## config.mk

```make
export PLATFORM = sky130hd
export DESIGN_NAME = pipeControl
export DESIGN_NICKNAME = d
export VERILOG_FILES = /design/src/hazardPkg.sv /design/src/pipePkg.sv /design/src/hazardUnit.sv /design/src/mcycleSequencer.sv /design/src/pipeControl.sv /design/src/stageTracker.sv
export SDC_FILE = /design/constraint.sdc
export NUM_CORES = 1
export LEC_CHECK = 0
export ABC_CLOCK_PERIOD_IN_PS = 2700
export BUFFER_PORTS_ARGS = -buffer_cell sky130_fd_sc_hd__buf_4
export CORE_MARGIN = 2
export CORE_UTILIZATION = 35
export DETAILED_ROUTE_END_ITERATION = 8
export PLACE_DENSITY = 0.57
export SLEW_MARGIN = 20
export SYNTH_ARGS = -nofsm -noshare
export SYNTH_HDL_FRONTEND = slang
export SYNTH_SLANG_ARGS = --single-unit
```

## constraint.sdc

```tcl
create_clock -name clk -period 2.7 [get_ports clk]
set_input_delay 0 -clock clk [delete_from_list [all_inputs] [get_ports clk]]
set_output_delay 0 -clock clk [all_outputs]
set_load 0.01 [all_outputs]
```

## src/hazardPkg.sv

```systemverilog
package hazardPkg;

    localparam int FWD_SEL_BITS = 3;

    //////////////////////////////
    // Forwarding select codes
    //////////////////////////////

    // Upper bit picks the second write port
    typedef enum logic [FWD_SEL_BITS-1:0] {
        FWD_NONE = 3'b000,
        FWD_W    = 3'b001,
        FWD_M    = 3'b010,
        FWD_W2   = 3'b101,
        FWD_M2   = 3'b110
    } fwdSel_t;

    //////////////////////////////
    // Hazard control outputs
    //////////////////////////////

    typedef struct packed {
        fwdSel_t forwardAE;
        fwdSel_t forwardBE;
        logic    forwardM;
        logic    stallF;
        logic    stallD;
        logic    flushD;
        logic    flushE;
        logic    mcycleHazard;
    } hazardCtrl_t;

endpackage

```

## src/pipePkg.sv

```systemverilog
package pipePkg;

    //////////////////////////////
    // Pipeline constants
    //////////////////////////////

    localparam int REG_ADDR_BITS = 4;

    // Busy cycles after a multi-cycle op leaves Execute
    localparam int MCYCLE_LATENCY = 4;
    localparam int MCYCLE_CNT_BITS = $clog2(MCYCLE_LATENCY + 1);

    typedef logic [REG_ADDR_BITS-1:0] regAddr_t;

    // Descriptor presented at Decode
    typedef struct packed {
        logic     valid;
        regAddr_t ra1;
        regAddr_t ra2;
        regAddr_t wa3;
        logic     regWrite;
        logic     memWrite;
        logic     memtoReg;
        logic     branchTaken;
        logic     isMcycle;
    } decodeInstr_t;

    // Per-stage control record
    // All zeros is a bubble
    typedef struct packed {
        logic     valid;
        regAddr_t ra1;
        regAddr_t ra2;
        regAddr_t wa3;
        logic     regWrite;
        logic     memWrite;
        logic     memtoReg;
        logic     branchTaken;
        logic     mStart;
    } stageRec_t;

    // Second write port slot
    typedef struct packed {
        logic     regWrite2;
        regAddr_t wa5;
    } port2Rec_t;

endpackage

```

## src/hazardUnit.sv

```systemverilog
module hazardUnit (
    input  pipePkg::decodeInstr_t  decodeIn,
    input  pipePkg::stageRec_t     stageE,
    input  pipePkg::stageRec_t     stageM,
    input  pipePkg::stageRec_t     stageW,
    input  pipePkg::port2Rec_t     port2M,
    input  pipePkg::port2Rec_t     port2W,
    input  logic                   mcBusy,
    input  logic                   mcDone,
    input  pipePkg::regAddr_t      mcDest,
    output hazardPkg::hazardCtrl_t ctrl
);
    import pipePkg::*;
    import hazardPkg::*;

    logic writeM;
    logic writeW;
    logic mStartE;
    logic branchE;
    logic ldrStall;
    logic busyHit;
    logic startHit;
    logic mcOverlap;
    logic mcycleHazard;
    logic stall;

    // Highest priority pending write wins
    function automatic fwdSel_t pickFwd(
        input logic      srcValid,
        input regAddr_t  src,
        input port2Rec_t p2M,
        input port2Rec_t p2W,
        input logic      wrM,
        input regAddr_t  destM,
        input logic      wrW,
        input regAddr_t  destW
    );
        fwdSel_t sel;
        sel = FWD_NONE;
        if (srcValid) begin
            if (p2M.regWrite2 && src == p2M.wa5) begin
                sel = FWD_M2;
            end else if (p2W.regWrite2 && src == p2W.wa5) begin
                sel = FWD_W2;
            end else if (wrM && src == destM) begin
                sel = FWD_M;
            end else if (wrW && src == destW) begin
                sel = FWD_W;
            end
        end
        return sel;
    endfunction

    assign writeM  = stageM.valid && stageM.regWrite;
    assign writeW  = stageW.valid && stageW.regWrite;
    assign mStartE = stageE.valid && stageE.mStart;
    assign branchE = stageE.valid && stageE.branchTaken;

    //////////////////////////////
    // Stall sources
    //////////////////////////////

    // Load in Execute feeding Decode
    assign ldrStall = decodeIn.valid && stageE.valid && stageE.regWrite
        && stageE.memtoReg
        && (decodeIn.ra1 == stageE.wa3 || decodeIn.ra2 == stageE.wa3);

    // Decode touches the busy op's destination
    assign busyHit = mcBusy && decodeIn.valid
        && (decodeIn.ra1 == mcDest || decodeIn.ra2 == mcDest
            || decodeIn.wa3 == mcDest);

    // Same check while the op is still in Execute
    assign startHit = mStartE && decodeIn.valid
        && (decodeIn.ra1 == stageE.wa3 || decodeIn.ra2 == stageE.wa3
            || decodeIn.wa3 == stageE.wa3);

    // Only one multi-cycle op in flight
    assign mcOverlap = decodeIn.valid && decodeIn.isMcycle && (mcBusy || mStartE);

    assign mcycleHazard = busyHit || startHit || mcOverlap;
    // Done cycle holds Decode while port 2 takes the write
    assign stall = ldrStall || mcDone || mcycleHazard;

    //////////////////////////////
    // Output record
    //////////////////////////////

    always_comb begin
        ctrl.forwardAE = pickFwd(stageE.valid, stageE.ra1, port2M, port2W,
                                 writeM, stageM.wa3, writeW, stageW.wa3);
        ctrl.forwardBE = pickFwd(stageE.valid, stageE.ra2, port2M, port2W,
                                 writeM, stageM.wa3, writeW, stageW.wa3);
        ctrl.forwardM = stageM.valid && stageM.memWrite && writeW
            && stageW.memtoReg && (stageM.ra2 == stageW.wa3);
        ctrl.stallF = stall;
        ctrl.stallD = stall;
        ctrl.flushD = branchE;
        ctrl.flushE = ldrStall || branchE;
        ctrl.mcycleHazard = mcycleHazard;
    end

endmodule

```

## src/mcycleSequencer.sv

```systemverilog
module mcycleSequencer (
    input  logic              clk,
    input  logic              rst,
    input  logic              start,
    input  pipePkg::regAddr_t startDest,
    output logic              mcBusy,
    output logic              mcDone,
    output pipePkg::regAddr_t mcDest
);
    import pipePkg::*;

    logic [MCYCLE_CNT_BITS-1:0] busyCnt;
    logic                       idle;
    logic                       lastBusy;

    // Nonzero count marks the busy window
    assign mcBusy   = (busyCnt != '0);
    assign idle     = !mcBusy && !mcDone;
    assign lastBusy = (busyCnt == MCYCLE_CNT_BITS'(1));

    //////////////////////////////
    // Latency counter
    //////////////////////////////

    always_ff @(posedge clk) begin
        if (rst) begin
            busyCnt <= '0;
            mcDone  <= 1'b0;
        end else begin
            // Done follows the last busy cycle
            mcDone <= lastBusy;
            if (start && idle) begin
                busyCnt <= MCYCLE_CNT_BITS'(MCYCLE_LATENCY);
            end else if (mcBusy) begin
                busyCnt <= busyCnt - 1'b1;
            end
        end
    end

    // Destination of the op in flight
    always_ff @(posedge clk) begin
        if (rst) begin
            mcDest <= '0;
        end else if (start && idle) begin
            mcDest <= startDest;
        end
    end

endmodule

```

## src/pipeControl.sv

```systemverilog
module pipeControl (
    input  logic                   clk,
    input  logic                   rst,
    input  pipePkg::decodeInstr_t  decodeIn,
    output hazardPkg::hazardCtrl_t ctrl
);
    import pipePkg::*;

    stageRec_t stageE;
    stageRec_t stageM;
    stageRec_t stageW;
    port2Rec_t port2M;
    port2Rec_t port2W;
    logic      mcBusy;
    logic      mcDone;
    regAddr_t  mcDest;

    stageTracker stageTracker_i (
        .clk      (clk),
        .rst      (rst),
        .decodeIn (decodeIn),
        .stallD   (ctrl.stallD),
        .flushE   (ctrl.flushE),
        .mcDone   (mcDone),
        .mcDest   (mcDest),
        .stageE   (stageE),
        .stageM   (stageM),
        .stageW   (stageW),
        .port2M   (port2M),
        .port2W   (port2W)
    );

    // Op starts from its Execute record
    mcycleSequencer mcycleSequencer_i (
        .clk       (clk),
        .rst       (rst),
        .start     (stageE.mStart),
        .startDest (stageE.wa3),
        .mcBusy    (mcBusy),
        .mcDone    (mcDone),
        .mcDest    (mcDest)
    );

    hazardUnit hazardUnit_i (
        .decodeIn (decodeIn),
        .stageE   (stageE),
        .stageM   (stageM),
        .stageW   (stageW),
        .port2M   (port2M),
        .port2W   (port2W),
        .mcBusy   (mcBusy),
        .mcDone   (mcDone),
        .mcDest   (mcDest),
        .ctrl     (ctrl)
    );

endmodule

```

## src/stageTracker.sv

```systemverilog
module stageTracker (
    input  logic                  clk,
    input  logic                  rst,
    input  pipePkg::decodeInstr_t decodeIn,
    input  logic                  stallD,
    input  logic                  flushE,
    input  logic                  mcDone,
    input  pipePkg::regAddr_t     mcDest,
    output pipePkg::stageRec_t    stageE,
    output pipePkg::stageRec_t    stageM,
    output pipePkg::stageRec_t    stageW,
    output pipePkg::port2Rec_t    port2M,
    output pipePkg::port2Rec_t    port2W
);
    import pipePkg::*;

    stageRec_t nextE;
    port2Rec_t nextPort2M;

    // Decode descriptor mapped onto an Execute record
    always_comb begin
        nextE = '0;
        if (!stallD && !flushE && decodeIn.valid) begin
            nextE.valid       = 1'b1;
            nextE.ra1         = decodeIn.ra1;
            nextE.ra2         = decodeIn.ra2;
            nextE.wa3         = decodeIn.wa3;
            nextE.regWrite    = decodeIn.regWrite;
            nextE.memWrite    = decodeIn.memWrite;
            nextE.memtoReg    = decodeIn.memtoReg;
            nextE.branchTaken = decodeIn.branchTaken;
            // Multi-cycle flag becomes the sequencer start
            nextE.mStart      = decodeIn.isMcycle;
        end
    end

    always_comb begin
        nextPort2M.regWrite2 = mcDone;
        nextPort2M.wa5       = mcDest;
    end

    //////////////////////////////
    // Normal port stages
    //////////////////////////////

    always_ff @(posedge clk) begin
        if (rst) begin
            stageE <= '0;
            stageM <= '0;
            stageW <= '0;
        end else begin
            stageE <= nextE;
            // Memory and Writeback never hold
            stageM <= stageE;
            stageW <= stageM;
        end
    end

    //////////////////////////////
    // Second port slots
    //////////////////////////////

    // Result leaves the sequencer in the done cycle
    always_ff @(posedge clk) begin
        if (rst) begin
            port2M <= '0;
            port2W <= '0;
        end else begin
            port2M <= nextPort2M;
            port2W <= port2M;
        end
    end

endmodule
```

Word level (Yosys, flattened, before mapping)
Cells that the tools add are included.

storage, ports and cells
  bits in registers = 55
  input port bits = 20
  output and inout bits = 12

cells by class
  add/sub/neg operators = 1
  equality and inequality tests = 16
  muxes and demuxes = 13
  bitwise gates (word level) = 1
  reductions and logical operators = 48

operators by type and width
  kind                                                 number
  equality test 4 bit                                  15
  logical AND 1 bit                                    30
  2-to-1 mux 3 bit                                     10
  2-to-1 mux 18 bit                                    1
  logical OR 1 bit                                     10
  zero test 1 bit                                      4
  OR reduction 2 bit                                   2
  equality test 3 x 1 -> 1 bit, second input constant  1
  nonzero test 3 bit                                   1
  subtractor 3 x 1 -> 3 bit, second input constant     1
  2-to-1 mux 1 bit                                     2
  nonzero test 2 bit                                   1
  NOT 1 bit                                            1

Longest topological paths before layout
  depth after elaboration = 12
  gate-level depth with buffers = 9

Cells and area by module
Synthesis repeated with hierarchy kept, for this count alone.

unflattened totals
  cell total of the unflattened synthesis = 279
  area, all modules = 2951.6 sq um

modules (own cells, without submodules)
  module           instances  cells an instance  area an instance (sq um)  sequential area each (sq um)
  stageTracker     1          134                1756.7                    1281.2
  hazardUnit       1          111                825.8                     0.0
  mcycleSequencer  1          34                 369.1                     160.2

Worst setup path after synthesis
OpenSTA, ideal clock, no wires.

  path kind = flip-flop to flip-flop
  from = register mcycleSequencer_i.busyCnt[0]
  to = register, netlist name stageTracker_i.stageE[17]
  arrival = 1644 ps
  path slack = 920 ps
  stages on the path, launching flop included = 10
  clock period less this slack = 1780 ps
  cells stage by stage = dfxtp_1 > inv_1 > ha_1 > nand2b_1 > clkbuf_1 > a22o_1 > o311ai_2 > nand4b_2 > buf_4 > nor2_1

between the ends
  word-level cells in the longest chain between the ends = 10
  elaborated cells between the ends (all ways) = 12
  those cells by class = mux (1); reduce/logical (11)

ends and longest elaborated chain
  element                           RTL line               RTL
  start, declared                   mcycleSequencer.sv:12  logic [MCYCLE_CNT_BITS-1:0] busyCnt;
  start signal, assigned            mcycleSequencer.sv:33  busyCnt <= MCYCLE_CNT_BITS'(MCYCLE_LATENCY);
  start signal, assigned            mcycleSequencer.sv:35  busyCnt <= busyCnt - 1'b1;
  nonzero test 3 bit *              mcycleSequencer.sv:17  assign mcBusy = (busyCnt != '0);
  logical AND 1 bit                 hazardUnit.sv:69       assign busyHit = mcBusy && decodeIn.valid
  logical AND 1 bit                 hazardUnit.sv:70       && (decodeIn.ra1 == mcDest || decodeIn.ra2 == mcDest
  logical OR 1 bit                  hazardUnit.sv:81       assign mcycleHazard = busyHit || startHit || mcOverlap;
  logical OR 1 bit *                hazardUnit.sv:81
  logical OR 1 bit *                hazardUnit.sv:83       assign stall = ldrStall || mcDone || mcycleHazard;
  named net hazardUnit_i.stall      hazardUnit.sv:25       logic stall;
  zero test 1 bit *                 stageTracker.sv:23     if (!stallD && !flushE && decodeIn.valid) begin
  logical AND 1 bit * (2 in a row)  stageTracker.sv:23
  2-to-1 mux 18 bit *               stageTracker.sv:23

The timed path passes the listed nets; every way through them passes the cells marked *.
A chain may end at the register's enable or synchronous reset.

==> results.md <==
- DIE HEIGHT: around 90 µm
- Hold/Removal Path Class: input pin to register
- FP Rows: 31
- CTS tree: yes
- Worst path max stage delay: 0.58 ns
- Most frequent cells in the layout: dfxtp_1 (55), xor2_1 (37), buf_4 (31), inv_1 (26), nor2b_1 (26)
- Clock Tree Buf Depth: 2
- Max Fclk: slightly above 0.4 GHz
- CTS buffer count: 5
- Core area: 7180 µm²
- Final-report hold violation count: 0
- CP max FO: 20
- CTS Root Cell: clkbuf_8
- Nets: between 300 and 400
- YS warnings: 0
- Syn Nets: 299
- Total grt overflow: 0
- Bufs and invs on worst path: 2
- Skew final: just under 0.006 ns
- First-pass GRT wire length: between 8000 and 9000 µm
- Post-Syn Instances: 276
- Initial DRC Count: 105
- Slew margin rel.: 0.419
- Initial antenna violation count: 0
- # setup viols final: 0
- Worst vdd ir: approximately 0.25 mV
- Vias: 1800
- Hold-fix buffers, CTS: 17
- Remaining routing DRC violations: 0
- Pin count of the biggest net entering global routing: 39
- Port bufs: 31
- CTS sink cnt: 55
- Commonest non-fill, non-tap cell in the layout: dfxtp_1
- DIE WIDTH: ~90 µm
- Vias in the first global route: around 1700
- Postcts setup bufs: 0
- Leak: around 1.4 nW
- Fillers: approximately 700
- Clk_lat worst skew: around 0.30 ns
- ANT nets after route: 0
- Max-cap violations: 0
- Total track usage: 0.138
- Cells along the critical path: inv_1 -> ha_1 -> nand2b_1 -> a22o_1 -> o311ai_2 -> nand4b_2 -> buf_4
- Status: completed
- Ports: 32
- Sequential fraction of the synthesis area: 0.428
- CP Data Required Time: approximately 2.7 ns
- DP Area: approximately 2800 µm²
- RSZ-0062 raised after global routing: false
- Htree depth: 2
- Drt total wl: 5460 µm
- Avg Cell Area, Syn: 9.32 µm²
- Synthesized cell area: 2570 µm²
- Resize count post-CTS: 0
- Final worst setup slack: a little under 0.3 ns
- Final Critical Period: approximately 2.4 ns
- Drt wl/cell: between 10 and 15 µm
- Type of origin of the critical path: register
- Setup crit end kind: output pin
- Yosys reg bits: between 50 and 60
- Pwr dens: 585 nW/µm²
- Design Area, Final: approximately 3100 µm²
- Die area: 8050 µm²
- Starting Density: 0.359
- Syn-to-layout area delta: 20.8%
- Fin. max-slew vios: 0
- WS Path Type: register to output pin
- CP arrival: 2.41 ns
- Total negative slack: 0 ns
- Via density: roughly 4.3
- Worst-margin pin slew: around 0.87 ns
- Register clock-pin slew on the reported worst setup and hold paths: about 0.10 ns
- Dpl hpwl: a little under 4000 µm
- First drt pass iteration count: 4
- N_diodes: 0
- RD Place Congestion: 0.861
- Number of library cell types mapped by synthesis: 35
- Final Cycle Share: 0.892
- Worst path top cell family by delay: simple AND/OR/NAND/NOR gates
- Pre-CTS WS: between 0.5 and 0.6 ns
- Layout cells sized above 1: 0.162
- Crit-path slowest cell: nand4b_2
-- state kept, by name (all words and copies together) (netlist names) --
register                   cells
stageTracker_i.stageE         18
stageTracker_i.stageM         12
stageTracker_i.stageW          7
stageTracker_i.port2M          5
stageTracker_i.port2W          5
mcycleSequencer_i.mcDest       4
mcycleSequencer_i.busyCnt      3
mcycleSequencer_i.mcDone       1
-- final cells by class --
type / count / area [µm²] / area share
clock buffers: 5 / 68.8 / 0.0222
flip-flops and latches: 55 / 1100 / 0.354
repair buffers: 48 / 403 / 0.130
well taps: 99 / 124 / 0.0399
multi-input cells: 178 / 1290 / 0.414
clock inverters: 3 / 25.0 / 0.00805
inverters: 26 / 97.6 / 0.0314
-- cell families (layout without fill, tap and decap cells) --
group,Yosys count,in the layout,share of synthesized area
mux,4,4,0.0156
xor+xnor,56,56,0.191
simple gates,97,97,0.225
buf+inv,43,82,0.0715
compound gates,18,18,0.0550
flops,55,55,0.428
fa+ha+maj,3,3,0.0146
-- worst paths after layout --
path                                                   start                         to  slack (ns)  cells past startpoint
worst min-delay path                                     rst   stageTracker_i.stageM[9]        0.09                      2
worst max-delay path            mcycleSequencer_i.busyCnt[0]                    ctrl[4]        0.29                      7
worst min register to register      stageTracker_i.stageE[3]   stageTracker_i.stageM[3]        0.45                      1
worst max register to register  mcycleSequencer_i.busyCnt[0]  stageTracker_i.stageE[11]        0.51                      7
-- power by group --
group | internal [mW] | total [mW] | switching, mW
logic | 0.196 | 0.416 | 0.219
registers | 0.874 | 0.947 | 0.0728
clock network | 0.186 | 0.456 | 0.270
-- per-layer routing --
layer | share of wire | up-vias | wire, µm | GRT usage
met3 | 0.022 | 4 | 120 | 0.0260
met4 | 0.012 | 0 | 68 | 0.0462
li1 | - | 957 | - | -
met1 | 0.47 | 819 | 2570 | 0.180
met5 | 0 | - | 0 | 0
met2 | 0.49 | 20 | 2700 | 0.230
-- per-stage QoR --
step	cells	util	hold WS (ns)	power (mW)
after floorplan	276	-	0.120	1.27
after global placement	389	0.396	0.250	1.36
after detailed placement	389	0.396	0.252	1.36
after CTS	414	0.433	0.0871	1.84
after global routing	414	0.433	0.106	1.92
final	414	0.433	0.0923	1.82
-- cell usage after synthesis (all sizes together) --
library cell / number / area share
xor2: 37 / 0.13
o311ai: 2 / 0.013
o41ai: 2 / 0.0068
mux2i: 4 / 0.016
nand3b: 1 / 0.0029
nand2: 8 / 0.012
dfxtp: 55 / 0.43
nor3b: 2 / 0.0078
nand4b: 1 / 0.0058
o21bai: 1 / 0.0029
nor2b: 26 / 0.063
nand4: 2 / 0.0049
o22ai: 3 / 0.0073
a21boi: 1 / 0.0029
ha: 3 / 0.015
xnor2: 19 / 0.065
and2: 4 / 0.0097
a22o: 1 / 0.0034
and4: 1 / 0.0034
a22oi: 1 / 0.0029
a21oi: 2 / 0.0039
nand2b: 3 / 0.0073
o21a: 1 / 0.0029
buf: 7 / 0.019
nand3: 5 / 0.0097
nor2: 14 / 0.020
clkbuf: 10 / 0.015
o21ai: 3 / 0.0058
nor4: 8 / 0.019
inv: 26 / 0.038
nor3: 22 / 0.058
a2111oi: 1 / 0.0034
(Power assumes the default switching activity.)
